File: src/verilog/timer_pkg.sv
// ======================================================================
// Timer register map, control word layout and FSM states
// ======================================================================
package timer_pkg;

    localparam int TIMER_NUM_REGS = 4;

    // Word index inside the peripheral space
    typedef enum logic [1:0] {
        REG_CTRL    = 2'd0,
        REG_COMPARE = 2'd1,
        REG_COUNT   = 2'd2,
        REG_STATUS  = 2'd3
    } timer_reg_e;

    // Low three bits of CTRL with enable at bit 0
    typedef struct packed {
        logic irq_en;
        logic periodic;
        logic enable;
    } timer_ctrl_t;

    typedef enum logic [1:0] {
        TIMER_IDLE = 2'd0,
        TIMER_RUN  = 2'd1,
        TIMER_DONE = 2'd2
    } timer_state_e;

endpackage

File: src/verilog/timer_fsm.sv
// ======================================================================
// Timer mode control. Count stays cleared while idle; dropping enable
// from any state clears it and returns to idle.
// ======================================================================
`timescale 1ns/1ps

module timer_fsm (
    input  logic                   clk,
    input  logic                   rstz,
    input  timer_pkg::timer_ctrl_t ctrl,
    input  logic                   match,
    output logic                   count_run,
    output logic                   count_clear,
    output logic                   expire_pulse
);

    import timer_pkg::*;

    timer_state_e state_q;
    timer_state_e state_d;

    always_ff @(posedge clk or negedge rstz) begin
        if (!rstz) begin
            state_q <= TIMER_IDLE;
        end else begin
            state_q <= state_d;
        end
    end

    // ==================================================================
    // Next state and counter steering
    always_comb begin
        state_d      = state_q;
        count_run    = 1'b0;
        count_clear  = 1'b0;
        expire_pulse = 1'b0;

        case (state_q)
            TIMER_IDLE: begin
                count_clear = 1'b1;
                if (ctrl.enable) begin
                    state_d = TIMER_RUN;
                end
            end
            TIMER_RUN: begin
                // No tick in the match cycle, so one-shot stops on compare
                count_run = !match;
                if (!ctrl.enable) begin
                    count_clear = 1'b1;
                    state_d     = TIMER_IDLE;
                end else if (match) begin
                    expire_pulse = 1'b1;
                    if (ctrl.periodic) begin
                        count_clear = 1'b1;
                    end else begin
                        state_d = TIMER_DONE;
                    end
                end
            end
            TIMER_DONE: begin
                // Count held at compare
                if (!ctrl.enable) begin
                    count_clear = 1'b1;
                    state_d     = TIMER_IDLE;
                end
            end
            default: begin
                state_d = TIMER_IDLE;
            end
        endcase
    end

endmodule

File: config.mk
export PLATFORM = sky130hd
export DESIGN_NAME = timer_fsm
export DESIGN_NICKNAME = d
export VERILOG_FILES = /design/src/verilog/timer_pkg.sv /design/src/verilog/timer_fsm.sv
export SDC_FILE = /design/constraint.sdc
export NUM_CORES = 1
export LEC_CHECK = 0
export BUFFER_PORTS_ARGS = -buffer_cell sky130_fd_sc_hd__buf_4
export CAP_MARGIN = 10
export CORE_AREA = 10 10 47 49
export DETAILED_ROUTE_END_ITERATION = 8
export DIE_AREA = 0 0 57 59
export PLACE_DENSITY = 0.37
export SYNTH_ARGS = -nofsm -noshare
export SYNTH_HDL_FRONTEND = slang
export SYNTH_SLANG_ARGS = --single-unit
File: constraint.sdc
create_clock -name clk -period 1.1 [get_ports clk]
set_clock_uncertainty 0.05 [all_clocks]
set_input_delay 0.11 -clock clk [delete_from_list [all_inputs] [get_ports clk]]
set_output_delay 0.11 -clock clk [all_outputs]
set_load 0.01 [all_outputs]
# ---- Yosys cells after proc, flatten, opt, wreduce, memory -nomap -nowiden
# Index checks and enable logic that the tools add are counted.
dict set report word_totals {
  reg_bits 2
  out_inout_bits 3
  wordCells 25
}
dict set report classes {
  eq_ne 6
  muxes 15
  n_reduce_logical 3
}
# operator count
set ops {}
lappend ops {{2-bit two-way mux} 5}
lappend ops {{1-bit two-way mux} 8}
lappend ops {{3-bit != test, second input constant} 2}
lappend ops {{2-bit case mux with 3 select lines} 1}
lappend ops {{2-bit != test, second input constant} 2}
lappend ops {{4-bit AND reduction} 1}
lappend ops {{1-bit case mux with 3 select lines} 1}
lappend ops {{2-bit by 1-bit == test with 1-bit output, second input constant} 1}
lappend ops {{2-bit == test, second input constant} 1}
lappend ops {{2-bit zero test} 1}
lappend ops {{1-bit zero test} 1}

# ---- Longest topological paths before layout
dict set report logic_depth {
  depth_word 4
  depth_mapped 2
  ltp_nobuf 2
}

# ---- Worst setup path before layout
# No wires, ideal clock.
dict set report synth_timing {
  path_kind {flip-flop to output port}
  start {reg state_q[0]}
  end {out count_clear}
  arrival_ps 815
  t_required_ps 940
  path_slack_ps 125
  path_stages_with_launch 3
  cell_sequence {dfrtp_1 -> o21a_1 -> a31oi_1}
}
dict set report synth_via {
  elab_chain_len 2
}
# item line_no
set synth_rtl {}
lappend synth_rtl {{from (decl)} timer_fsm.sv:19} ;# timer_state_e state_q;
lappend synth_rtl {{from (signal assigned)} timer_fsm.sv:26} ;# state_q <= state_d;
lappend synth_rtl {{2-bit == test, or another cell as far along} timer_fsm.sv:38} ;# case (state_q)
lappend synth_rtl {{1-bit case mux with 3 select lines *} timer_fsm.sv:38}
lappend synth_rtl {{to (decl)} timer_fsm.sv:13} ;# output logic count_clear,
# Every way passes the cells marked *; elsewhere a longest branch is shown, timed or not.

# ---- Final worst setup path
# Ends and elaborated chain as after synthesis.

==> reports/metrics.yaml <==
start_util_pct: 8.84
setup_ws_ns: -0.127
powerDensity_nw_per_um2: 1180
multi_input_area_um2: 71.3
syn_nets: 19
report.final.slew_viol_count: 0
grt_pass1_wl_um: 662
drc: 0
yosys.area.top_type: "dfrtp_1"
synth_top_family_by_area: "simple AND/OR/NAND/NOR gates"
rsz0062_at_grt: "true"
cap_violations: 0
period_share_pct: 112
syn_area_um2: 124
fmax_mhz: 815
synthFlopType: "dfrtp_1"
syn_area_per_cell_um2: 9.53
p_leak_nw: 0.130
ys_top_cells_by_count: "2 x dfrtp_1, 2 x inv_1"
drive_above_1_share_pct: 53.6
clock_sinks: 2
numPortBuffers: 7
drt_pre_antenna_iters: 4
ir_drop_v: 0.000226
vias: 155
synth_compound_area_share_pct: 22.2
die_h_um: 59
grt_usage_pct: 3.11
cts_made_buffers: 3
overflow: 0
drtIter0Drc: 6
fp-row-count: 14
worst-setup-path-type: "flip-flop to output port"
post-place-ws_ns: 0.0152
crit_fanout: 2
largest_register: "state_q"
worstMarginPinSlew_ns: 0.256
setup_violations: 4
min_period_ns: 1.23
largest_reg_flops: 2
gp_congestion: 0.704
insertion_delay_ns: 0.23
worstPathRequired_ns: 0.94
cts_tree: "built"
clockRootBuffer: "clkbuf_4"
hold_start: "match"
seqCellArea_um2: 50.0
endpoint_kind: "output port"
grt_max_degree: 6
diodes: 0
synth_top_area_share_pct: 40.4
cp-startpoint: "state_q[0]"
io_pins: 9
finalPower_w: 0.000316
status: "finished, violations left"
grt_pass1_vias: 164
drtAntennaViolNets: 0
wl_per_cell_um: 11.0
h-tree-depth: 1
regToRegStartpoint: "state_q[1]"
cts_buffer_depth: 2
vias_per_cell: 3.52
synthSimpleGateAreaFrac_pct: 31.3
synth_mux_area_share_pct: 0
synthAdderAreaFrac_pct: 0
die_x_um: 57
synth.area.top_cells: "dfrtp_1 40%, nand4bb_1 9.1%, and4b_1 8.1%"
fillCellCount: 165
antenna_found_initial: 0
wirelength_um: 486
syn_to_final_growth_pct: 116
yosys_register_bits: 2
layout.nets: 36
fp.dieArea_um2: 3360
core-area_um2: 1400
ys.warnings.count: 0
startpoint_type: "flip-flop"
yosysSeqAreaShare_pct: 40.4
hold_viol_final: 0
worst_ep_arrival_time_ns: 1.07
holdWs_ns: 0.0943
hold_class: "input port to flip-flop"
slew-limit-headroom_pct: 82.8
synth_enable_flop_cells: 0
path_clk_slew_ns: 0.03
syn_inst: 13
synth.distinct_cells: 11
synthXorXnorAreaFrac_pct: 0
top_regs: "state_q (2)"
violations: "setup timing"
ys_async_sr_fraction_pct: 100
worst max-delay path: stages, from the launching register on:
cell	delay, ns
dfrtp_1	0.37
o21a_1	0.16
a31oi_1	0.16
buf_4	0.15
per-stage QoR:
step / TNS [ns] / instance area, um2 / instances / utilization [%]
2_1_floorplan: 0 / 124 / 13 / -
3_3_place_gp: 0 / 196 / 36 / 14.0
3_5_place_dp: 0 / 196 / 36 / 14.0
4_1_cts: -0.308 / 255 / 43 / 18.2
5_1_grt: -0.454 / 268 / 44 / 19.1
6_report: -0.304 / 268 / 44 / 19.1
layout make-up:
type	instances	share of cell area, %
Sequential cell	2	18.7
Inverter	2	2.80
Timing Repair Buffer	12	36.0
Clock buffer	3	8.41
Multi-Input combinational cell	9	26.6
Tap cell	16	7.48
path summary, 6_finish.rpt:
path / cells past startpoint / slack [ns] / to
max: 3 / -0.13 / count_clear
min: 2 / 0.09 / state_q[0]
max reg2reg: 4 / -0.01 / state_q[1]
min reg2reg: 3 / 0.64 / state_q[0]
max in group asynchronous: 2 / 0.75 / state_q[0]
min in group asynchronous: 2 / 0.16 / state_q[1]
layout by cell type (no fill, tap or decap), drive strengths merged:
| cell | count |
|---|---|
| buf | 11 |
| clkbuf | 3 |
| inv | 2 |
| dfrtp | 2 |
| nand2 | 1 |
| o21a | 1 |
| a31oi | 1 |
| and4b | 1 |
| nor3b | 1 |
| nand4bb | 1 |
| nand2b | 1 |
| a21oi | 1 |
| a311oi | 1 |
| dlygate4sd3 | 1 |
where the power goes:
part | switching, W | internal [W]
clock network | 0.0000436 | 0.000120
registers | 0.00000337 | 0.0000786
logic | 0.0000278 | 0.0000418
total | 0.0000747 | 0.000241
kinds of logic after synthesis:
logic type,Yosys count
and+or+nand+nor,5
AOI/OAI and AO/OA,4
DFF,2
buffers and inverters,2
layer usage:
metal  vias to the layer above  part of all wire, %  GRT usage [%]
met1                        63                   50           2.84
met4                         0                  2.1           6.04
li1                         80                    -              -
met2                        10                   31           2.48
met3                         2                   16           3.00
met5                         -                    0              0
timing repair:
| item | CTS | global route |
|---|---|---|
| endpoints found under the setup margin | 3 | 3 |
| cloned | 0 | 0 |
| hold buffers | 1 | 0 |
| hold endpoints to repair | 2 | 0 |
| gates resized for setup | 1 | 1 |
| buffers inserted | 3 | 1 |
| pin swaps | 2 | 0 |
No activity file was read; power rests on OpenSTA's default activity.
