[src/verilog/system_settings.svh]
// ======================================================================
// System wide sizes. The memory depth and region bit must agree, since
// word index plus byte offset has to end right below the region bit.
// ======================================================================
`ifndef SYSTEM_SETTINGS_SVH
`define SYSTEM_SETTINGS_SVH

// 32-bit words in main memory (4 KB)
`define SYSTEM_MEM_WORDS 1024

// Address bit that splits memory from peripherals
`define SYSTEM_REGION_BIT 12

// Clock cycles per timer count tick
`define TIMER_PRESCALE 4

`endif

[src/verilog/bus_pkg.sv]
// ======================================================================
// Bus address types. Field widths follow the memory depth and region bit.
// ======================================================================
`include "system_settings.svh"

package bus_pkg;

    localparam int WORD_W  = $clog2(`SYSTEM_MEM_WORDS);
    localparam int UPPER_W = 31 - `SYSTEM_REGION_BIT;

    typedef enum logic {
        REGION_MEM    = 1'b0,
        REGION_PERIPH = 1'b1
    } region_e;

    // Address split as seen by the decoders
    typedef struct packed {
        logic [UPPER_W-1:0] upper;
        region_e            region;
        logic [WORD_W-1:0]  word;
        logic [1:0]         offset;
    } sys_addr_fields_t;

    // Same 32 bits as raw word or field split
    typedef union packed {
        logic [31:0]      raw;
        sys_addr_fields_t fields;
    } sys_addr_u;

endpackage

[src/verilog/system_bus_lite.sv]
// ======================================================================
// Data port wins main memory. Instruction fetches above the region bit
// are never granted. Grants and read data arrive one cycle after accept.
// ======================================================================
`timescale 1ns/1ps

module system_bus_lite (
    input  logic               clk,
    input  logic               rstz,
    // Instruction port
    input  logic [31:0]        instr_addr,
    input  logic               instr_req,
    output logic [31:0]        instr_data,
    output logic               instr_gnt,
    // Data port
    input  logic [31:0]        data_addr,
    input  logic [31:0]        data_wr_data,
    input  logic [3:0]         data_wr_mask,
    input  logic               data_rd_req,
    input  logic               data_wr_req,
    output logic [31:0]        data_rd_data,
    output logic               data_gnt,
    // Main memory
    output bus_pkg::sys_addr_u mem_addr,
    output logic [31:0]        mem_wr_data,
    output logic [3:0]         mem_wr_mask,
    output logic               mem_en,
    output logic               mem_wr_en,
    input  logic [31:0]        mem_rd_data,
    // Peripheral space
    output bus_pkg::sys_addr_u periph_addr,
    output logic [31:0]        periph_wr_data,
    output logic               periph_en,
    output logic               periph_wr_en,
    input  logic [31:0]        periph_rd_data
);

    import bus_pkg::*;

    sys_addr_u instr_addr_u;
    sys_addr_u data_addr_u;
    logic      mem_instr_req;
    logic      mem_data_req;
    logic      periph_data_req;
    region_e   data_region_q;

    assign instr_addr_u.raw = instr_addr;
    assign data_addr_u.raw  = data_addr;

    // ==================================================================
    // Region decode
    assign mem_instr_req   = instr_req && (instr_addr_u.fields.region == REGION_MEM);
    assign mem_data_req    = (data_rd_req || data_wr_req)
                             && (data_addr_u.fields.region == REGION_MEM);
    assign periph_data_req = (data_rd_req || data_wr_req)
                             && (data_addr_u.fields.region == REGION_PERIPH);

    // Data access takes the memory port first
    always_comb begin
        mem_en      = mem_instr_req || mem_data_req;
        mem_wr_en   = mem_data_req && data_wr_req;
        mem_addr    = mem_data_req ? data_addr_u : instr_addr_u;
        mem_wr_data = data_wr_data;
        mem_wr_mask = data_wr_mask;
    end

    // Peripheral side sees data accesses only
    assign periph_en      = periph_data_req;
    assign periph_wr_en   = periph_data_req && data_wr_req;
    assign periph_addr    = data_addr_u;
    assign periph_wr_data = data_wr_data;

    // ==================================================================
    // Grants one cycle after accept
    always_ff @(posedge clk or negedge rstz) begin
        if (!rstz) begin
            instr_gnt     <= 1'b0;
            data_gnt      <= 1'b0;
            data_region_q <= REGION_MEM;
        end else begin
            instr_gnt     <= mem_instr_req && !mem_data_req;
            data_gnt      <= mem_data_req || periph_data_req;
            data_region_q <= data_addr_u.fields.region;
        end
    end

    // Both sources return registered data in the grant cycle
    assign data_rd_data = (data_region_q == REGION_PERIPH) ? periph_rd_data : mem_rd_data;
    assign instr_data   = mem_rd_data;

endmodule

[config.mk]
export PLATFORM = sky130hd
export DESIGN_NAME = system_bus_lite
export DESIGN_NICKNAME = d
export VERILOG_FILES = /design/src/verilog/bus_pkg.sv /design/src/verilog/system_bus_lite.sv
export VERILOG_INCLUDE_DIRS = /design/src /design/src/verilog
export SDC_FILE = /design/constraint.sdc
export NUM_CORES = 1
export LEC_CHECK = 0
export BUFFER_PORTS_ARGS = -buffer_cell sky130_fd_sc_hd__buf_4
export CORE_AREA = 2 2 142 144
export CTS_BUF_LIST = sky130_fd_sc_hd__clkbuf_16
export DETAILED_ROUTE_END_ITERATION = 6
export DIE_AREA = 0 0 144 146
export GPL_TIMING_DRIVEN = 0
export SKIP_LAST_GASP = 1
export SYNTH_ARGS = -nofsm -noshare
export SYNTH_HDL_FRONTEND = slang
export SYNTH_SLANG_ARGS = --single-unit
[constraint.sdc]
create_clock -name clk -period 1.12 [get_ports clk]
set_clock_uncertainty 0.05 [all_clocks]
set_input_delay 0.056 -clock clk [delete_from_list [all_inputs] [get_ports clk]]
set_output_delay 0.056 -clock clk [all_outputs]
set_load 0.02 [all_outputs]
[Yosys cells after proc, flatten, opt, wreduce, memory -nomap -nowiden]
Index checks and enable logic that the tools add are counted.
Storage, ports and cells
  output and inout bits: 202
  flip-flop bits (word level): 3
  logic and storage cells: 17
Operators by class
  muxes and demuxes: 2
  reduce and logical (&&, ||, !) cells: 10
  bitwise logic cells: 2
Operators by type and width (count)
  2-to-1 mux 32 bit: 2
  logical AND 1 bit: 6
  logical OR 1 bit: 3
  inverter 1 bit: 2
  logical NOT 1 bit: 1

[Depth between registers and ports, before layout]
Gate-level depths: netlist (run 1).
  depth in word-level cells: 4
  mapped depth: 3
  depth with buffers taken out: 2

[Worst setup path before layout (run 1)]
OpenSTA, ideal clock, no wires.
  kind: reg2out
  start point: register data_region_q
  end point: output port data_rd_data[4]
  data required time: 1.014 ns
  setup slack: -0.068 ns
  cell stages (with the launch flop): 4
  data arrival time: 1.082 ns
  buffers on the path: 2
  cell sequence: dfrtp_1 -> clkbuf_1 -> buf_4 -> mux2_1
Between the ends
  word-level cells in the longest chain between the ends: 1
Ends and longest elaborated chain
  start: declaration: RTL line system_bus_lite.sv:45  | region_e data_region_q;
  start signal: assignment: RTL line system_bus_lite.sv:83  | data_region_q <= data_addr_u.fields.region;
  2-to-1 mux 32 bit: RTL line system_bus_lite.sv:88  | assign data_rd_data = (data_region_q == REGION_PERIPH) ? periph_rd_data : mem_rd_data;
  end: declaration: RTL line system_bus_lite.sv:21  | output logic [31:0] data_rd_data,
No other way between the ends.

[Worst setup path after layout (run 1)]
  start point: register data_region_q
  end point: output port data_rd_data[23]
Same word-level chain as after synthesis.

==> impl_metrics.yaml, run 1 <==
drt:
  drtIter0Drc: 44
  wl_um: 10800
  via_per_inst: 3.21
  wl_per_cell_um: 13.0
  drt_first_pass_iters: 4
  route.vias.total: 2666
  ant_nets: 0
  drc: 0
power_and_ir_drop:
  total_power_mw: 3.48
  max-vdd-ir-drop_mv: 0.444
  p_leak_nw: 3.13
  p_per_area_nw_per_um2: 621
die:
  initial_utilization_pct: 9.88
  dieArea_sq_um: 21000
  num_io_pins: 371
  coreArea_sq_um: 19300
  num_rows: 51
  die_height_um: 146
  die_w_um: 144
sta:
  rsz0062_at_grt: "true"
  max_freq_ghz: 0.676
  setup_viol: 63
  period_share_pct: 132
  slew_headroom_pct: 86.9
  fin_tns_setup_ns: -11.68
  final_max_slew_viol_count: 0
  period_needed_ns: 1.48
  worst_slew_pin_slew_ns: 0.196
  hold_viol: 0
  setup_slack_ns: -0.359
cts:
  clockBufferDepth: 2
  clk_pin_slew_ns: 0.03
  h-tree-depth: 1
  cts_buffers: 3
  cts_tree: "yes"
  cts_sinks: 3
  ctsRootBufferMaster: "clkbuf_16"
synth:
  synthAdderAreaFrac_pct: 0
  ys_warn_count: 0
  netlist.area_leader.share_pct: 53.1
  yosysMostFrequentCell: "buf_4"
  synth_cells: 214
  synth-compound-area-share_pct: 1.25
  synthTopCellsByArea: "buf_4 53%, mux2_2 35%, dfrtp_1 3.9%, buf_6 1.8%, mux2_1 1.2%"
  ys_seq_area_share_pct: 3.93
  async_flop_share_pct: 100
  synth.mux.area_fraction_pct: 37.4
  netlist_area_sq_um: 1910
  synth_top_family_by_area: "buffers and inverters"
  syn_area_per_cell_sq_um: 8.92
  synth-xor-area-share_pct: 0
  synth_edf_count: 0
  synth-main-ff-cell: "dfrtp_1"
  yosys-top-cells-count: "135 x buf_4, 60 x mux2_2, 3 x buf_6, 3 x dfrtp_1"
  yosysUniqueCellTypes: 15
  synth-simple-area-share_pct: 2.23
  synth_top_area_cell: "buf_4"
  synth_nets: 383
  ys_ff_latch: 3
global_routing:
  grt.met3_usage_pct: 2.60
  grt_start_max_net_pins: 11
  top_usage_layer: "met2"
  grt_overflow_total: 0
  grt_pass1_wl_um: 14100
  use_met2_pct: 16.7
  grt_pass1_vias: 2715
  grt_use_met1_pct: 8.98
  groute.usage.overall_pct: 8.61
  antenna_found_initial: 0
setup_path:
  critPathMaxFanout: 7
  cp_common_cell: "buf_12"
  cp_slowest_cell: "dfrtp_1"
  crit_chain: "buf_12 > buf_12 > mux2_4 > buf_6"
  required_ns: 1.01
  critical_path.endpoint_type: "output port"
  max_stage_delay_ns: 0.39
  path_buf_inv: 3
  path_class: "flip-flop to output port"
  cp.arrival_ns: 1.37
  cp-start-kind: "flip-flop"
  critPathTopFamily: "buffers and inverters"
outcome:
  violations: "negative setup slack"
  status: "complete, but fails checks"
layout:
  area_delta_synth_final_pct: 194
  fillers: 2033
  fin_util_pct: 29.0
  final_nets: 736
  layout-drive-gt1-share_pct: 98.4
  n_antenna_cell: 0
  fin_area_sq_um: 5610
placed_design:
  gp_congestion: 0.746
  placed_area_sq_um: 4750
  port_buffers: 334
  hpwl_um: 9020
hold_path:
  whs_path_depth: 2
  hp-class: "input port to flip-flop"
  whs_endpoint: "data_region_q"
  min_from: "data_addr[12]"
flow_run:
  drv_cap: 0
flip-flops by register name, summed over array words and instances (netlist names):
signal         count
instr_gnt          1
data_region_q      1
data_gnt           1
final cells by class:
type / count / area, sq um / share of cell area [%]
timing repair buffer: 350 / 3020 / 53.8
sequential: 3 / 75.1 / 1.34
multi-input combinational: 71 / 1010 / 18.1
clock inverter: 1 / 3.75 / 0.0669
inverter: 1 / 3.75 / 0.0669
tap: 265 / 332 / 5.91
buffer: 137 / 1090 / 19.4
clock buffer: 3 / 75.1 / 1.34
cells in the final DEF (no fill, tap or decap), types with 2 or more instances in the layout:
master         instances
buf_12                 6
buf_4                402
buf_6                 67
buf_8                  6
clkbuf_16              6
dfrtp_1                3
dlygate4sd3_1          2
inv_1                  2
mux2_4                62
how the worst max path moves through the flow:
| stage | startpoint | endpoint | slack (ns) | cells past startpoint |
|---|---|---|---|---|
| 4_1_cts | data_region_q | data_rd_data[28] | -0.40 | 4 |
| 2_1_floorplan | data_region_q | data_rd_data[11] | 0.004 | 3 |
| 3_3_place_gp | data_region_q | data_rd_data[23] | -0.34 | 4 |
| 5_1_grt | data_region_q | data_rd_data[28] | -0.41 | 4 |
| 6_report | data_region_q | data_rd_data[23] | -0.36 | 4 |
| 3_5_place_dp | data_region_q | data_rd_data[28] | -0.36 | 4 |
power by group:
| part | internal (mW) | switching, mW | leakage, nW |
|---|---|---|---|
| sequential | 0.115 | 0.00366 | 0.0352 |
| combinational | 1.66 | 1.16 | 3.05 |
| clock | 0.460 | 0.0901 | 0.0423 |
kinds of logic (layout without fill, tap and decap cells):
| logic type | count (synthesis) | in the layout |
|---|---|---|
| AOI/OAI and AO/OA | 2 | 2 |
| buffers and inverters | 140 | 492 |
| DFF | 3 | 3 |
| muxes | 63 | 63 |
| and+or+nand+nor | 6 | 6 |
routing by layer:
layer	routed length [um]	share of wire (%)	vias to the layer above
met2	5780	54	185
met1	3800	35	1199
met5	0	0	-
met3	1120	10	6
met4	91	0.84	0
li1	-	-	1276
through the flow:
| stage | hold WS, ns | setup slack [ns] | std cells |
|---|---|---|---|
| finish | 0.0417 | -0.359 | 831 |
| global route | 0.0526 | -0.410 | 831 |
| CTS | 0.0560 | -0.398 | 829 |
| detailed placement | -0.201 | -0.356 | 813 |
| global placement | -0.204 | -0.342 | 813 |
| floorplan | -0.290 | 0.00391 | 214 |
timing repair:
action / 4_1_cts / 5_1_grt
hold endpoints to repair: 4 / 0
pin swaps: 1 / 2
hold buffers: 2 / 0
gates resized for setup: 87 / 75
buffers inserted: 8 / 2
setup endpoints to repair: 64 / 64
cloned: 2 / 3
Note: power is estimated with default switching activity, not from simulation.
==> run 2: changes to the inputs <==
==> constraint.sdc (replaced) <==
create_clock -name clk -period 1.12 [get_ports clk]
set_clock_uncertainty 0.05 [all_clocks]
set_input_delay 0.056 -clock clk [delete_from_list [all_inputs] [get_ports clk]]
set_output_delay 0.056 -clock clk [all_outputs]
set_load 0.05 [all_outputs]
==> impl_metrics.yaml, run 2 (synthesis results as in run 1) <==
cts:
  cts_buffers: 3
  clockBufferDepth: 2
  ctsRootBufferMaster: "clkbuf_16"
  cts_tree: "yes"
  cts_sinks: 3
  clk_pin_slew_ns: 0.03
  h-tree-depth: 1
placed_design:
  port_buffers: 334
  gp_congestion: 0.775
  hpwl_um: 9120
drt:
  wl_um: 10900
  drc: 0
  route.vias.total: 2666
  drt_first_pass_iters: 3
  wl_per_cell_um: 13.1
  ant_nets: 0
  drtIter0Drc: 27
  via_per_inst: 3.20
layout:
  seqCellArea_sq_um: 75.1
  area_delta_synth_final_pct: 199
  fillers: 2043
  layout_commonest_cell: "buf_4"
  n_antenna_cell: 0
  multi_input_area_sq_um: 958
  top_regs: "data_gnt: 1 flops, data_region_q: 1 flops, instr_gnt: 1 flops"
  layout-drive-gt1-share_pct: 98.4
  final_nets: 738
  layout_common_cells: "402 x buf_4, 47 x mux2_4, 42 x buf_8"
outcome:
  status: "complete, but fails checks"
  violations: "negative setup slack"
sta:
  slew_headroom_pct: 81.7
  worst_slew_pin_slew_ns: 0.274
  rsz0062_at_grt: "true"
  setup_viol: 64
  max_freq_ghz: 0.661
  final_max_slew_viol_count: 0
  hold_viol: 0
  period_share_pct: 135
  setup_slack_ns: -0.394
  hold_ws_ns: 0.0432
  period_needed_ns: 1.51
die:
  coreArea_sq_um: 19300
  num_io_pins: 371
  die_w_um: 144
  dieArea_sq_um: 21000
  initial_utilization_pct: 9.88
  num_rows: 51
  die_height_um: 146
power_and_ir_drop:
  total_power_mw: 4.64
  max-vdd-ir-drop_mv: 0.385
  p_leak_nw: 3.13
  p_per_area_nw_per_um2: 812
hold_path:
  whs_path_depth: 2
  whs_endpoint: "data_region_q"
  min_from: "data_addr[12]"
  hp-class: "input port to flip-flop"
global_routing:
  grt_start_max_net_pins: 11
  grt_pass1_wl_um: 15100
  groute.usage.overall_pct: 9.29
  grt_pass1_vias: 2801
  antenna_found_initial: 0
  grt_overflow_total: 0
flow_run:
  drv_cap: 0
setup_path:
  critical_path.endpoint_type: "output port"
  cp-start-kind: "flip-flop"
  cp.arrival_ns: 1.41
  critPathMaxFanout: 10
  required_ns: 1.01
  path_class: "flip-flop to output port"
==> run 2: per-layer routing <==
metal / GRT usage, % / up-vias / part of all wire, %
met4: 1.03 / 0 / 0.35
met3: 2.53 / 5 / 10
li1: - / 1284 / -
met5: 0 / - / 0
met2: 19.0 / 172 / 56
met1: 9.35 / 1205 / 33
==> run 2: worst max-delay path by stage <==
stage                       start          endpoint  slack (ns)  depth (start not counted)
finish              data_region_q  data_rd_data[29]       -0.39                          4
global route        data_region_q   data_rd_data[4]       -0.43                          4
CTS                 data_region_q  data_rd_data[25]       -0.42                          4
detailed placement  data_region_q  data_rd_data[24]       -0.41                          4
global placement    data_region_q  data_rd_data[24]       -0.41                          4
floorplan           data_region_q  data_rd_data[11]       -0.07                          3
==> run 2: area by class of cell <==
| cell class | count | share of cell area [%] |
|---|---|---|
| flip-flops and latches | 3 | 1.31 |
| clock inverters | 1 | 0.0657 |
| plain buffers | 139 | 19.6 |
| repair buffers | 350 | 55.1 |
| well taps | 265 | 5.80 |
| inverters | 1 | 0.0657 |
| multi-input cells | 71 | 16.8 |
| clock buffers | 3 | 1.31 |
==> run 2: critical path, stage by stage (launching register included) <==
cell       delay (ns)
dfrtp_1          0.35
clkbuf_16        0.17
buf_12           0.14
mux2_2           0.36
buf_6            0.16
==> run 2: where the power goes <==
part	total, mW	internal [mW]	switching, mW
clock	0.558	0.460	0.0981
combinational	3.97	1.76	2.21
sequential	0.117	0.115	0.00211
total	4.64	2.33	2.31
==> run 2: metrics by stage <==
step | utilization, % | setup WS, ns | setup TNS, ns | cell area (sq um) | cells
floorplan | - | -0.0654 | -1.37 | 1950 | 214
finish | 29.6 | -0.394 | -15.92 | 5720 | 833
global placement | 24.8 | -0.407 | -17.39 | 4790 | 813
CTS | 29.6 | -0.421 | -18.29 | 5730 | 836
global route | 29.6 | -0.425 | -18.08 | 5720 | 833
detailed placement | 24.8 | -0.406 | -17.05 | 4790 | 813
==> run 2: repair_timing <==
action | 4_1_cts | 5_1_grt
endpoints found under the setup margin | 64 | 65
resized for setup | 156 | 18
pin swaps | 2 | 0
endpoints found under the hold margin | 4 | 0
cloned | 4 | 0
hold buffers | 2 | 0
setup buffers | 13 | 3
