--- src/verilog/system_settings.svh ---
// ======================================================================
// System wide sizes. The memory depth and region bit must agree, since
// word index plus byte offset has to end right below the region bit.
// ======================================================================
`ifndef SYSTEM_SETTINGS_SVH
`define SYSTEM_SETTINGS_SVH

// 32-bit words in main memory (4 KB)
`define SYSTEM_MEM_WORDS 1024

// Address bit that splits memory from peripherals
`define SYSTEM_REGION_BIT 12

// Clock cycles per timer count tick
`define TIMER_PRESCALE 4

`endif

--- src/verilog/bus_pkg.sv ---
// ======================================================================
// Bus address types. Field widths follow the memory depth and region bit.
// ======================================================================
`include "system_settings.svh"

package bus_pkg;

    localparam int WORD_W  = $clog2(`SYSTEM_MEM_WORDS);
    localparam int UPPER_W = 31 - `SYSTEM_REGION_BIT;

    typedef enum logic {
        REGION_MEM    = 1'b0,
        REGION_PERIPH = 1'b1
    } region_e;

    // Address split as seen by the decoders
    typedef struct packed {
        logic [UPPER_W-1:0] upper;
        region_e            region;
        logic [WORD_W-1:0]  word;
        logic [1:0]         offset;
    } sys_addr_fields_t;

    // Same 32 bits as raw word or field split
    typedef union packed {
        logic [31:0]      raw;
        sys_addr_fields_t fields;
    } sys_addr_u;

endpackage

--- src/verilog/timer_pkg.sv ---
// ======================================================================
// Timer register map, control word layout and FSM states
// ======================================================================
package timer_pkg;

    localparam int TIMER_NUM_REGS = 4;

    // Word index inside the peripheral space
    typedef enum logic [1:0] {
        REG_CTRL    = 2'd0,
        REG_COMPARE = 2'd1,
        REG_COUNT   = 2'd2,
        REG_STATUS  = 2'd3
    } timer_reg_e;

    // Low three bits of CTRL with enable at bit 0
    typedef struct packed {
        logic irq_en;
        logic periodic;
        logic enable;
    } timer_ctrl_t;

    typedef enum logic [1:0] {
        TIMER_IDLE = 2'd0,
        TIMER_RUN  = 2'd1,
        TIMER_DONE = 2'd2
    } timer_state_e;

endpackage

--- src/verilog/timer_regs.sv ---
// ======================================================================
// Timer registers, whole word writes only. Words past STATUS and any
// address with upper bits set read zero and drop writes.
// ======================================================================
`timescale 1ns/1ps

module timer_regs (
    input  logic                  clk,
    input  logic                  rstz,
    // Bus side
    input  logic                  en,
    input  logic                  wr_en,
    input  bus_pkg::sys_addr_u    addr,
    input  logic [31:0]           wr_data,
    output logic [31:0]           rd_data,
    // Timer core
    input  logic [31:0]           count,
    input  logic                  expire_pulse,
    output timer_pkg::timer_ctrl_t ctrl,
    output logic [31:0]           compare,
    output logic                  irq
);

    import timer_pkg::*;

    timer_reg_e reg_idx;
    logic       reg_hit;
    logic       wr_hit;
    logic       status_clr;
    logic       expired;
    logic [31:0] rd_mux;

    // ==================================================================
    // Decode
    assign reg_idx    = timer_reg_e'(addr.fields.word[1:0]);
    assign reg_hit    = (addr.fields.upper == '0) && (addr.fields.word < TIMER_NUM_REGS);
    assign wr_hit     = en && wr_en && reg_hit;
    assign status_clr = wr_hit && (reg_idx == REG_STATUS) && wr_data[0];

    always_ff @(posedge clk or negedge rstz) begin
        if (!rstz) begin
            ctrl    <= '0;
            compare <= '0;
        end else if (wr_hit) begin
            case (reg_idx)
                REG_CTRL:    ctrl    <= timer_ctrl_t'(wr_data[2:0]);
                REG_COMPARE: compare <= wr_data;
                default:     ;
            endcase
        end
    end

    // Expire sets, write of 1 clears; a new expire beats the clear
    always_ff @(posedge clk or negedge rstz) begin
        if (!rstz) begin
            expired <= 1'b0;
        end else begin
            expired <= expire_pulse || (expired && !status_clr);
        end
    end

    // ==================================================================
    // Read back
    always_comb begin
        case (reg_idx)
            REG_CTRL:    rd_mux = {29'd0, ctrl};
            REG_COMPARE: rd_mux = compare;
            REG_COUNT:   rd_mux = count;
            REG_STATUS:  rd_mux = {31'd0, expired};
            default:     rd_mux = '0;
        endcase
    end

    always_ff @(posedge clk or negedge rstz) begin
        if (!rstz) begin
            rd_data <= '0;
        end else begin
            rd_data <= (en && !wr_en && reg_hit) ? rd_mux : '0;
        end
    end

    assign irq = expired && ctrl.irq_en;

endmodule

--- config.mk ---
export PLATFORM = sky130hd
export DESIGN_NAME = timer_regs
export DESIGN_NICKNAME = d
export VERILOG_FILES = /design/src/verilog/bus_pkg.sv /design/src/verilog/timer_pkg.sv /design/src/verilog/timer_regs.sv
export VERILOG_INCLUDE_DIRS = /design/src /design/src/verilog
export SDC_FILE = /design/constraint.sdc
export NUM_CORES = 1
export LEC_CHECK = 0
export BUFFER_PORTS_ARGS = -buffer_cell sky130_fd_sc_hd__buf_2
export CAP_MARGIN = 20
export CORE_MARGIN = 4
export CORE_UTILIZATION = 38
export CTS_BUF_LIST = sky130_fd_sc_hd__clkbuf_16
export CTS_CLUSTER_SIZE = 20
export DETAILED_ROUTE_END_ITERATION = 6
export GPL_TIMING_DRIVEN = 0
export PLACE_DENSITY_LB_ADDON = 0.05
export SKIP_LAST_GASP = 1
export SYNTH_ARGS = -nofsm -noshare
export SYNTH_HDL_FRONTEND = slang
export SYNTH_SLANG_ARGS = --single-unit
export TNS_END_PERCENT = 1
--- constraint.sdc ---
create_clock -name clk -period 1.1 [get_ports clk]
set_clock_uncertainty 0.05 [all_clocks]
set_input_delay 0.22 -clock clk [delete_from_list [all_inputs] [get_ports clk]]
set_output_delay 0.22 -clock clk [all_outputs]
set_load 0.005 [all_outputs]
After elaboration in Yosys (flattened, before gate mapping)
Cells that the tools add are included.
{ "classes": {"n_mux": 2, "reduce_logical": 16, "n_lt_le_gt_ge": 1, "eq_ne": 3} }
{ "op_table": {"columns": ["cell", "n"], "rows": [
  ["one-hot mux 32 bit (4 select lines)", 1],
  ["two-way mux 32 bit", 1],
  ["zero test 19 bit", 1],
  ["< comparator 10 x 3 -> 1 bit (second input constant)", 1],
  ["logical AND 1 bit", 9],
  ["equality test 2 bit (second input constant)", 2],
  ["AND reduction 2 bit", 2],
  ["equality test 2 x 1 -> 1 bit (second input constant)", 1],
  ["zero test 1 bit", 2],
  ["zero test 2 bit", 1],
  ["logical OR 1 bit", 1]
]} }
{ "word_totals": {"inputBits": 101, "regBits": 68, "word_cells": 28} }

Longest topological paths before layout
Gate-level depths: netlist of run 1.
{ "logic_depth": {"depth_word": 8, "depth_mapped": 7, "ltp_nobuf": 4} }

Worst setup path after synthesis of run 1
OpenSTA, ideal clock, no wires.
{ "synth_timing": {"path_type": "input port to flip-flop", "start": "in addr[3] (netlist name)", "end": "reg compare[10]", "setup_time_ps": 125, "slack_ps": -726, "path_stages": 7, "arrival_ps": 1651, "cell_sequence": "clkbuf_1 nor2b_1 clkbuf_1 inv_1 nor4_4 buf_4 mux2_2"} }
{ "synth_between": {"elab_chain_cells": 4} }
{ "synth_lines": {"columns": ["element", "line_no", "text"], "rows": [
  ["from (decl)", "timer_regs.sv:13", "input bus_pkg::sys_addr_u addr,"],
  ["< comparator 10 x 3 -> 1 bit", "timer_regs.sv:36", "assign reg_hit = (addr.fields.upper == '0) && (addr.fields.word < TIMER_NUM_REGS);"],
  ["logical AND 1 bit", "timer_regs.sv:36", null],
  ["logical AND 1 bit", "timer_regs.sv:37", "assign wr_hit = en && wr_en && reg_hit;"],
  ["AND reduction 2 bit (no source line) (*)", null, null],
  ["to (signal assigned)", "timer_regs.sv:47", "REG_COMPARE: compare <= wr_data;"],
  ["to (decl)", "timer_regs.sv:20", "output logic [31:0] compare,"]
]} }
Every way passes the cells marked *; elsewhere a longest branch is shown, timed or not.
A chain may end at the register's enable or synchronous reset.

Final worst setup path of run 1
{ "layout_timing": {"start": "in addr[20] (netlist name)", "end": "reg ctrl[0] (netlist name)"} }
{ "layout_between": {"elab_chain_cells": 4} }
{ "layout_lines": {"columns": ["element", "line_no", "text"], "rows": [
  ["zero test 19 bit", "timer_regs.sv:36", null],
  ["logical AND 1 bit", "timer_regs.sv:36", null],
  ["logical AND 1 bit", "timer_regs.sv:37", null],
  ["AND reduction 2 bit (no source line)", null, null],
  ["to (signal assigned)", "timer_regs.sv:46", "REG_CTRL: ctrl <= timer_ctrl_t'(wr_data[2:0]);"],
  ["to (decl)", "timer_regs.sv:19", "output timer_pkg::timer_ctrl_t ctrl,"]
]} }
Every way passes these cells.

==> flow_metrics.tcl, run 1 <==
set metrics [dict create \
    outcome "finished with violations" \
    violations "negative hold slack, negative setup slack" \
    crit_chain "buf_2 -> nor4_2 -> nand4_1 -> buf_6 -> nor4b_2 -> mux2_2" \
    cp_max_fo 4 \
    synth-seq-cells 68 \
    antenna_found_initial 0 \
    hold_class "in -> async" \
    tightest_slew_ps 841 \
    grt_setup_unrepaired "yes" \
    grt_pass1_vias 2447 \
    synth_cell_types 24 \
    drc_errors 0 \
    area_growth_pct 50.5 \
    critPathLaunchType "input port" \
    p_total_mw 5.59 \
    cp-startpoint "addr[20]" \
    cts-root-buf "clkbuf_16" \
    setup_tns_ps -32760 \
    p_leak_nw 2.25 \
    htree_levels 3 \
    stdcell_area_um2 4110 \
    dp_hpwl_mm 5.44 \
    max_stage_delay_ps 500 \
    yosys_warnings 0 \
    die-area_um2 8620 \
    worstReg2RegStart "expired" \
    fmax_ghz 0.624 \
    critPathKind "in -> reg" \
    timing.final.ws_setup_ps -504 \
    relSlewSlack_pct 43.9 \
    power_density_nw_per_um2 1360 \
    globalplace.congestion 0.740 \
    crit_path_end "ctrl[0]" \
    grt_max_degree 69 \
    post-place-ws_ps -1110 \
    final-hold-violation-count 68 \
    ioPinCount 169 \
    diodes 0 \
    die_x_um 92.8 \
    clkSinkCount 68 \
    grt_pass1_wl_mm 11.8 \
    final.period_utilization_pct 146 \
    ir_drop_mv 0.814 \
    clk_pin_slew_worst_paths_ps 50 \
    clk-insertion-delay-late_ps 320 \
    critPathCaptureType "flip-flop" \
    critPathBufInv 2 \
    rr_endpoint "rd_data[0]" \
    port_buffers 164 \
    dpl-instance-area_um2 3710 \
    post_drt_via_cell_ratio 4.77 \
    initial_core_util_pct 39.6 \
    dp.cells 468 \
    crit_slowest_cell "nor4b_2" \
    synthCells 208 \
    cp_data_required_time_ps 1260 \
    worst-r2r-cell-count 2 \
    ant_nets 0 \
    yosysSeqAreaShare_pct 62.2 \
    grt_overflow 0 \
    wirelength_mm 7.47 \
    slew_violations 0 \
    setup_viol 104 \
    num_vias 2325 \
    drive_above_1_share_pct 61.9 \
    cp_top_family "simple AND/OR/NAND/NOR gates" \
    drt_iter0_drc 72 \
    cts_tree "built" \
    clockBufferDepth 2 \
    synth_area_um2 2730 \
    cts_buffers 9 \
    r2r_slack_ps -30 \
    grt_usage_pct 17.6 \
    final_nets 488 \
    num_rows 30 \
    fp.dieH_um 92.8 \
    fin_crit_ps 1600 \
    cap_violations 0 \
    first_pass_iters 4 \
    cp.depth 6 \
    wl_per_cell_um 15.3 \
    fin_hold_ws_ps -40.0 \
    arrival_ps 1760 \
    core_um2 6910 \
    final_cells 487 \
    syn_area_per_cell_um2 13.1 \
    syn-num-nets 309 \
]
==> Yosys cell counts (all sizes together) <==
cell,count,area share (%)
nand3,1,0.18
nor2,36,4.9
mux4,1,0.82
mux2,35,14
nand2,1,0.14
nor4,8,2.4
clkbuf,9,1.3
nor2b,3,0.69
nand4b,1,0.32
inv,1,0.14
buf,6,2.1
a22oi,29,8.0
nor3,1,0.18
nand4,1,0.23
nor4b,1,0.32
and2,1,0.23
dfrtp,68,62
or4b,1,0.37
a21oi,2,0.37
mux2i,2,0.73
==> where the power goes <==
group          leakage [nW]  switching, mW  total, mW  internal (mW)
sequential            0.945   0.0000000294       2.50           2.50
clock                 0.146           1.02       2.74           1.72
combinational          1.16          0.181      0.345          0.165
total                  2.25           1.20       5.59           4.39
==> timing repair <==
action / CTS / global route
hold endpoints to repair: 68 / 0
setup endpoints to repair: 108 / 127
pin swaps: 4 / 3
cloned: 0 / 0
setup buffers: 4 / 0
gates resized for setup: 17 / 7
==> stage by stage <==
step           utilization [%]  hold slack, ps
3_5_place_dp              53.8             338
3_3_place_gp              53.7             397
5_1_grt                   59.6            24.0
4_1_cts                   59.1           -13.8
2_1_floorplan                -            -126
6_report                  59.6           -40.0
==> cell usage in the layout, fill, tap and decap left out, types with 2 or more instances in the layout <==
cell	instances
buf_8	3
nor2_2	4
inv_1	2
clkinv_2	3
a21oi_1	2
buf_4	3
nor4_4	2
buf_2	163
dfrtp_1	68
clkbuf_16	9
mux2i_1	2
nor2_1	32
mux2_2	34
buf_6	4
clkbuf_1	4
nor4_2	5
clkbuf_2	4
a22oi_1	29
nor2b_1	3
==> sequential cells by signal (all words and copies together), names as in the netlist <==
signal,flops
ctrl,3
expired,1
compare,32
rd_data,32
==> worst register-to-register path: cells and delay by family (launching register included) <==
kind	cells	cell delay [ps]
DFF	1	380
muxes	1	460
and+or+nand+nor	1	140
==> layout make-up <==
cell class,instances,area [um2]
buffer,15,136
clock buffer,9,225
clock inverter,6,57.6
fill,632,2790
inverter,1,3.75
multi-input combinational,124,1010
sequential,68,1700
tap,96,120
timing repair buffer,168,861
==> cells by family after synthesis <==
group	after synthesis	share of synthesized area, %
buffers and inverters	16	3.48
DFF	68	62.2
and+or+nand+nor	55	9.98
AOI/OAI and AO/OA	31	8.33
muxes	38	16.0
==> layer usage <==
layer  wire [um]  track usage (%)
met1        2920             20.7
met2        3780             29.7
met3         649             6.09
met4         127             6.84
met5           0                0
==> worst min path at each step <==
stage                  endpoint  slack (ps)  depth (start not counted)
floorplan            compare[0]        -130                          0
global placement     compare[6]         400                          2
detailed placement  rd_data[16]         340                          1
CTS                 rd_data[21]         -10                          1
global route        rd_data[16]          20                          1
finish              compare[16]         -40                          1
(Power assumes the default switching activity.)
==> run 2, diff against run 1 <==
--- a/config.mk
+++ b/config.mk
@@ -10,5 +10,5 @@
 export CAP_MARGIN = 20
 export CORE_MARGIN = 4
-export CORE_UTILIZATION = 38
+export CORE_UTILIZATION = 43
 export CTS_BUF_LIST = sky130_fd_sc_hd__clkbuf_16
 export CTS_CLUSTER_SIZE = 20
==> constraint.sdc (replaced) <==
create_clock -name clk -period 1.7 [get_ports clk]
set_clock_uncertainty 0.05 [all_clocks]
set_input_delay 0.085 -clock clk [delete_from_list [all_inputs] [get_ports clk]]
set_output_delay 0.085 -clock clk [all_outputs]
set_load 0.005 [all_outputs]
==> run 2 against run 1 <==
Compared with the run above: the flow now finishes without violations; total power is 33% lower; clock power shrank 34%; wire length up 11%; clock-buffer cell count is the same; non-clock buffer count rose by 59; largest cell class unchanged; critical path depth grew 1; first-iteration DRC count down 1.4%; via count is 13% higher; cell count increased by 8.0%; utilization grew 16 points; worst hold slack improved by 120 ps; die area shrank 11%.
==> flow_metrics.tcl, run 2 (synthesized netlist as in run 1, its figures left out) <==
set metrics [dict create \
    outcome "completed" \
    power_density_nw_per_um2 817 \
    wl_per_cell_um 15.8 \
    wirelength_mm 8.30 \
    antenna_found_initial 0 \
    largest_registers "compare x32, rd_data x32, ctrl x3" \
    core_um2 6060 \
    setup_tns_ps 0 \
    grt_max_degree 69 \
    crit_slowest_cell "or4b_1" \
    p_leak_nw 2.46 \
    post-place-ws_ps -404 \
    grt_overflow 0 \
    arrival_ps 1860 \
    drive_above_1_share_pct 49.4 \
    num_vias 2637 \
    area_growth_pct 67.6 \
    crit_chain "buf_2 -> nor4_1 -> nand4_1 -> or4b_1 -> clkbuf_2 -> buf_6 -> nor2_1" \
    ant_nets 0 \
    drc_errors 0 \
    slew_violations 0 \
    htree_levels 3 \
    max_stage_delay_ps 590 \
    critPathKind "in -> reg" \
    final_nets 547 \
    dp_hpwl_mm 5.38 \
    port_buffers 164 \
    grt_pass1_vias 2752 \
    fin_hold_ws_ps 81.6 \
    setup_viol 0 \
    die_x_um 87.7 \
    grt_usage_pct 22.5 \
    fin_util_pct 75.6 \
    initial_core_util_pct 45.1 \
    final-hold-violation-count 0 \
    relSlewSlack_pct 44.7 \
    die-area_um2 7700 \
    final.period_utilization_pct 97.9 \
    clk-insertion-delay-late_ps 320 \
    ioPinCount 169 \
    cts_buffers 9 \
    ir_drop_mv 0.555 \
    fin_crit_ps 1660 \
    critPathCaptureType "flip-flop" \
    regArea_um2 1700 \
    cap_violations 0 \
    critPathLaunchType "input port" \
    n_fill_cell 417 \
    globalplace.congestion 0.819 \
    grt_pass1_wl_mm 13.2 \
    grt_setup_unrepaired "yes" \
    post_drt_via_cell_ratio 5.01 \
    num_rows 28 \
    multi_input_area_um2 943 \
    cp_max_fo 10 \
    cts_tree "built" \
    cp_data_required_time_ps 1900 \
    clk_pin_slew_worst_paths_ps 60 \
    timing.final.ws_setup_ps 35.7 \
    cts-root-buf "clkbuf_16" \
    post_cts_buffers 0 \
    first_pass_iters 4 \
    tightest_slew_ps 829 \
    p_total_mw 3.74 \
    diodes 0 \
    hold_class "in -> reg" \
    fp.dieH_um 87.7 \
    clkSinkCount 68 \
    drt_iter0_drc 71 \
    clockBufferDepth 2 \
    final_common_cell "buf_2" \
    fmax_ghz 0.601 \
    final_cell_mix "buf_2, dfrtp_1, dlygate4sd3_1" \
]
-- run 2: cell count changes in the layout (fill, tap and decap cells not counted), moves of 4 or more --
cell           before  now
nor2_1             32   36
nor4_2              5    0
clkbuf_1            4    8
nor2_2              4    0
nor4_1              1    7
dlygate4sd3_1       0   63
-- run 2: routing by layer --
layer	track usage, %	routed length (um)	vias to the layer above
met3	6.96	770	14
met1	25.9	3040	1255
met5	0	0	-
met4	7.11	146	0
li1	-	-	1226
met2	39.7	4350	142
-- run 2: metrics by stage --
| step | area [um2] | instances |
|---|---|---|
| after CTS | 4570 | 526 |
| after detailed placement | 3650 | 447 |
| after floorplan | 2730 | 208 |
| after global placement | 3650 | 447 |
| final | 4580 | 526 |
| after global routing | 4580 | 526 |
-- run 2: final cells by class --
class | count | share of cell area, %
Sequential cell | 68 | 37.1
Timing Repair Buffer | 227 | 31.7
Multi-Input combinational cell | 124 | 20.6
Clock buffer | 9 | 4.92
Tap cell | 75 | 2.05
Buffer | 15 | 1.99
Clock inverter | 7 | 1.48
Inverter | 1 | 0.0819
-- run 2: where the power goes --
part,internal (mW),switching [mW]
clock network,1.13,0.670
registers,1.62,0.0000000209
logic,0.197,0.131
total,2.94,0.801
-- run 2: what timing repair did --
action	CTS	global route
pin swaps	0	1
endpoints found under the hold margin	133	0
resized for setup	0	1
endpoints found under the setup margin	33	63
hold buffers	63	0
-- run 2: worst paths after layout --
check                           startpoint    endpoint  slack, ps  cells past startpoint
worst max-delay path              addr[15]  rd_data[7]         40                      7
worst min-delay path              count[1]  rd_data[1]         80                      5
worst max register to register     expired  rd_data[0]        530                      2
worst min register to register  compare[6]  compare[6]        480                      1
max in group asynchronous             rstz     expired        690                      2
min in group asynchronous             rstz  rd_data[3]        360                      2
-- run 2: critical path: cells and delay by family --
| family | cells | cell delay, ps |
|---|---|---|
| simple gates | 4 | 1320 |
| buf+inv | 3 | 440 |
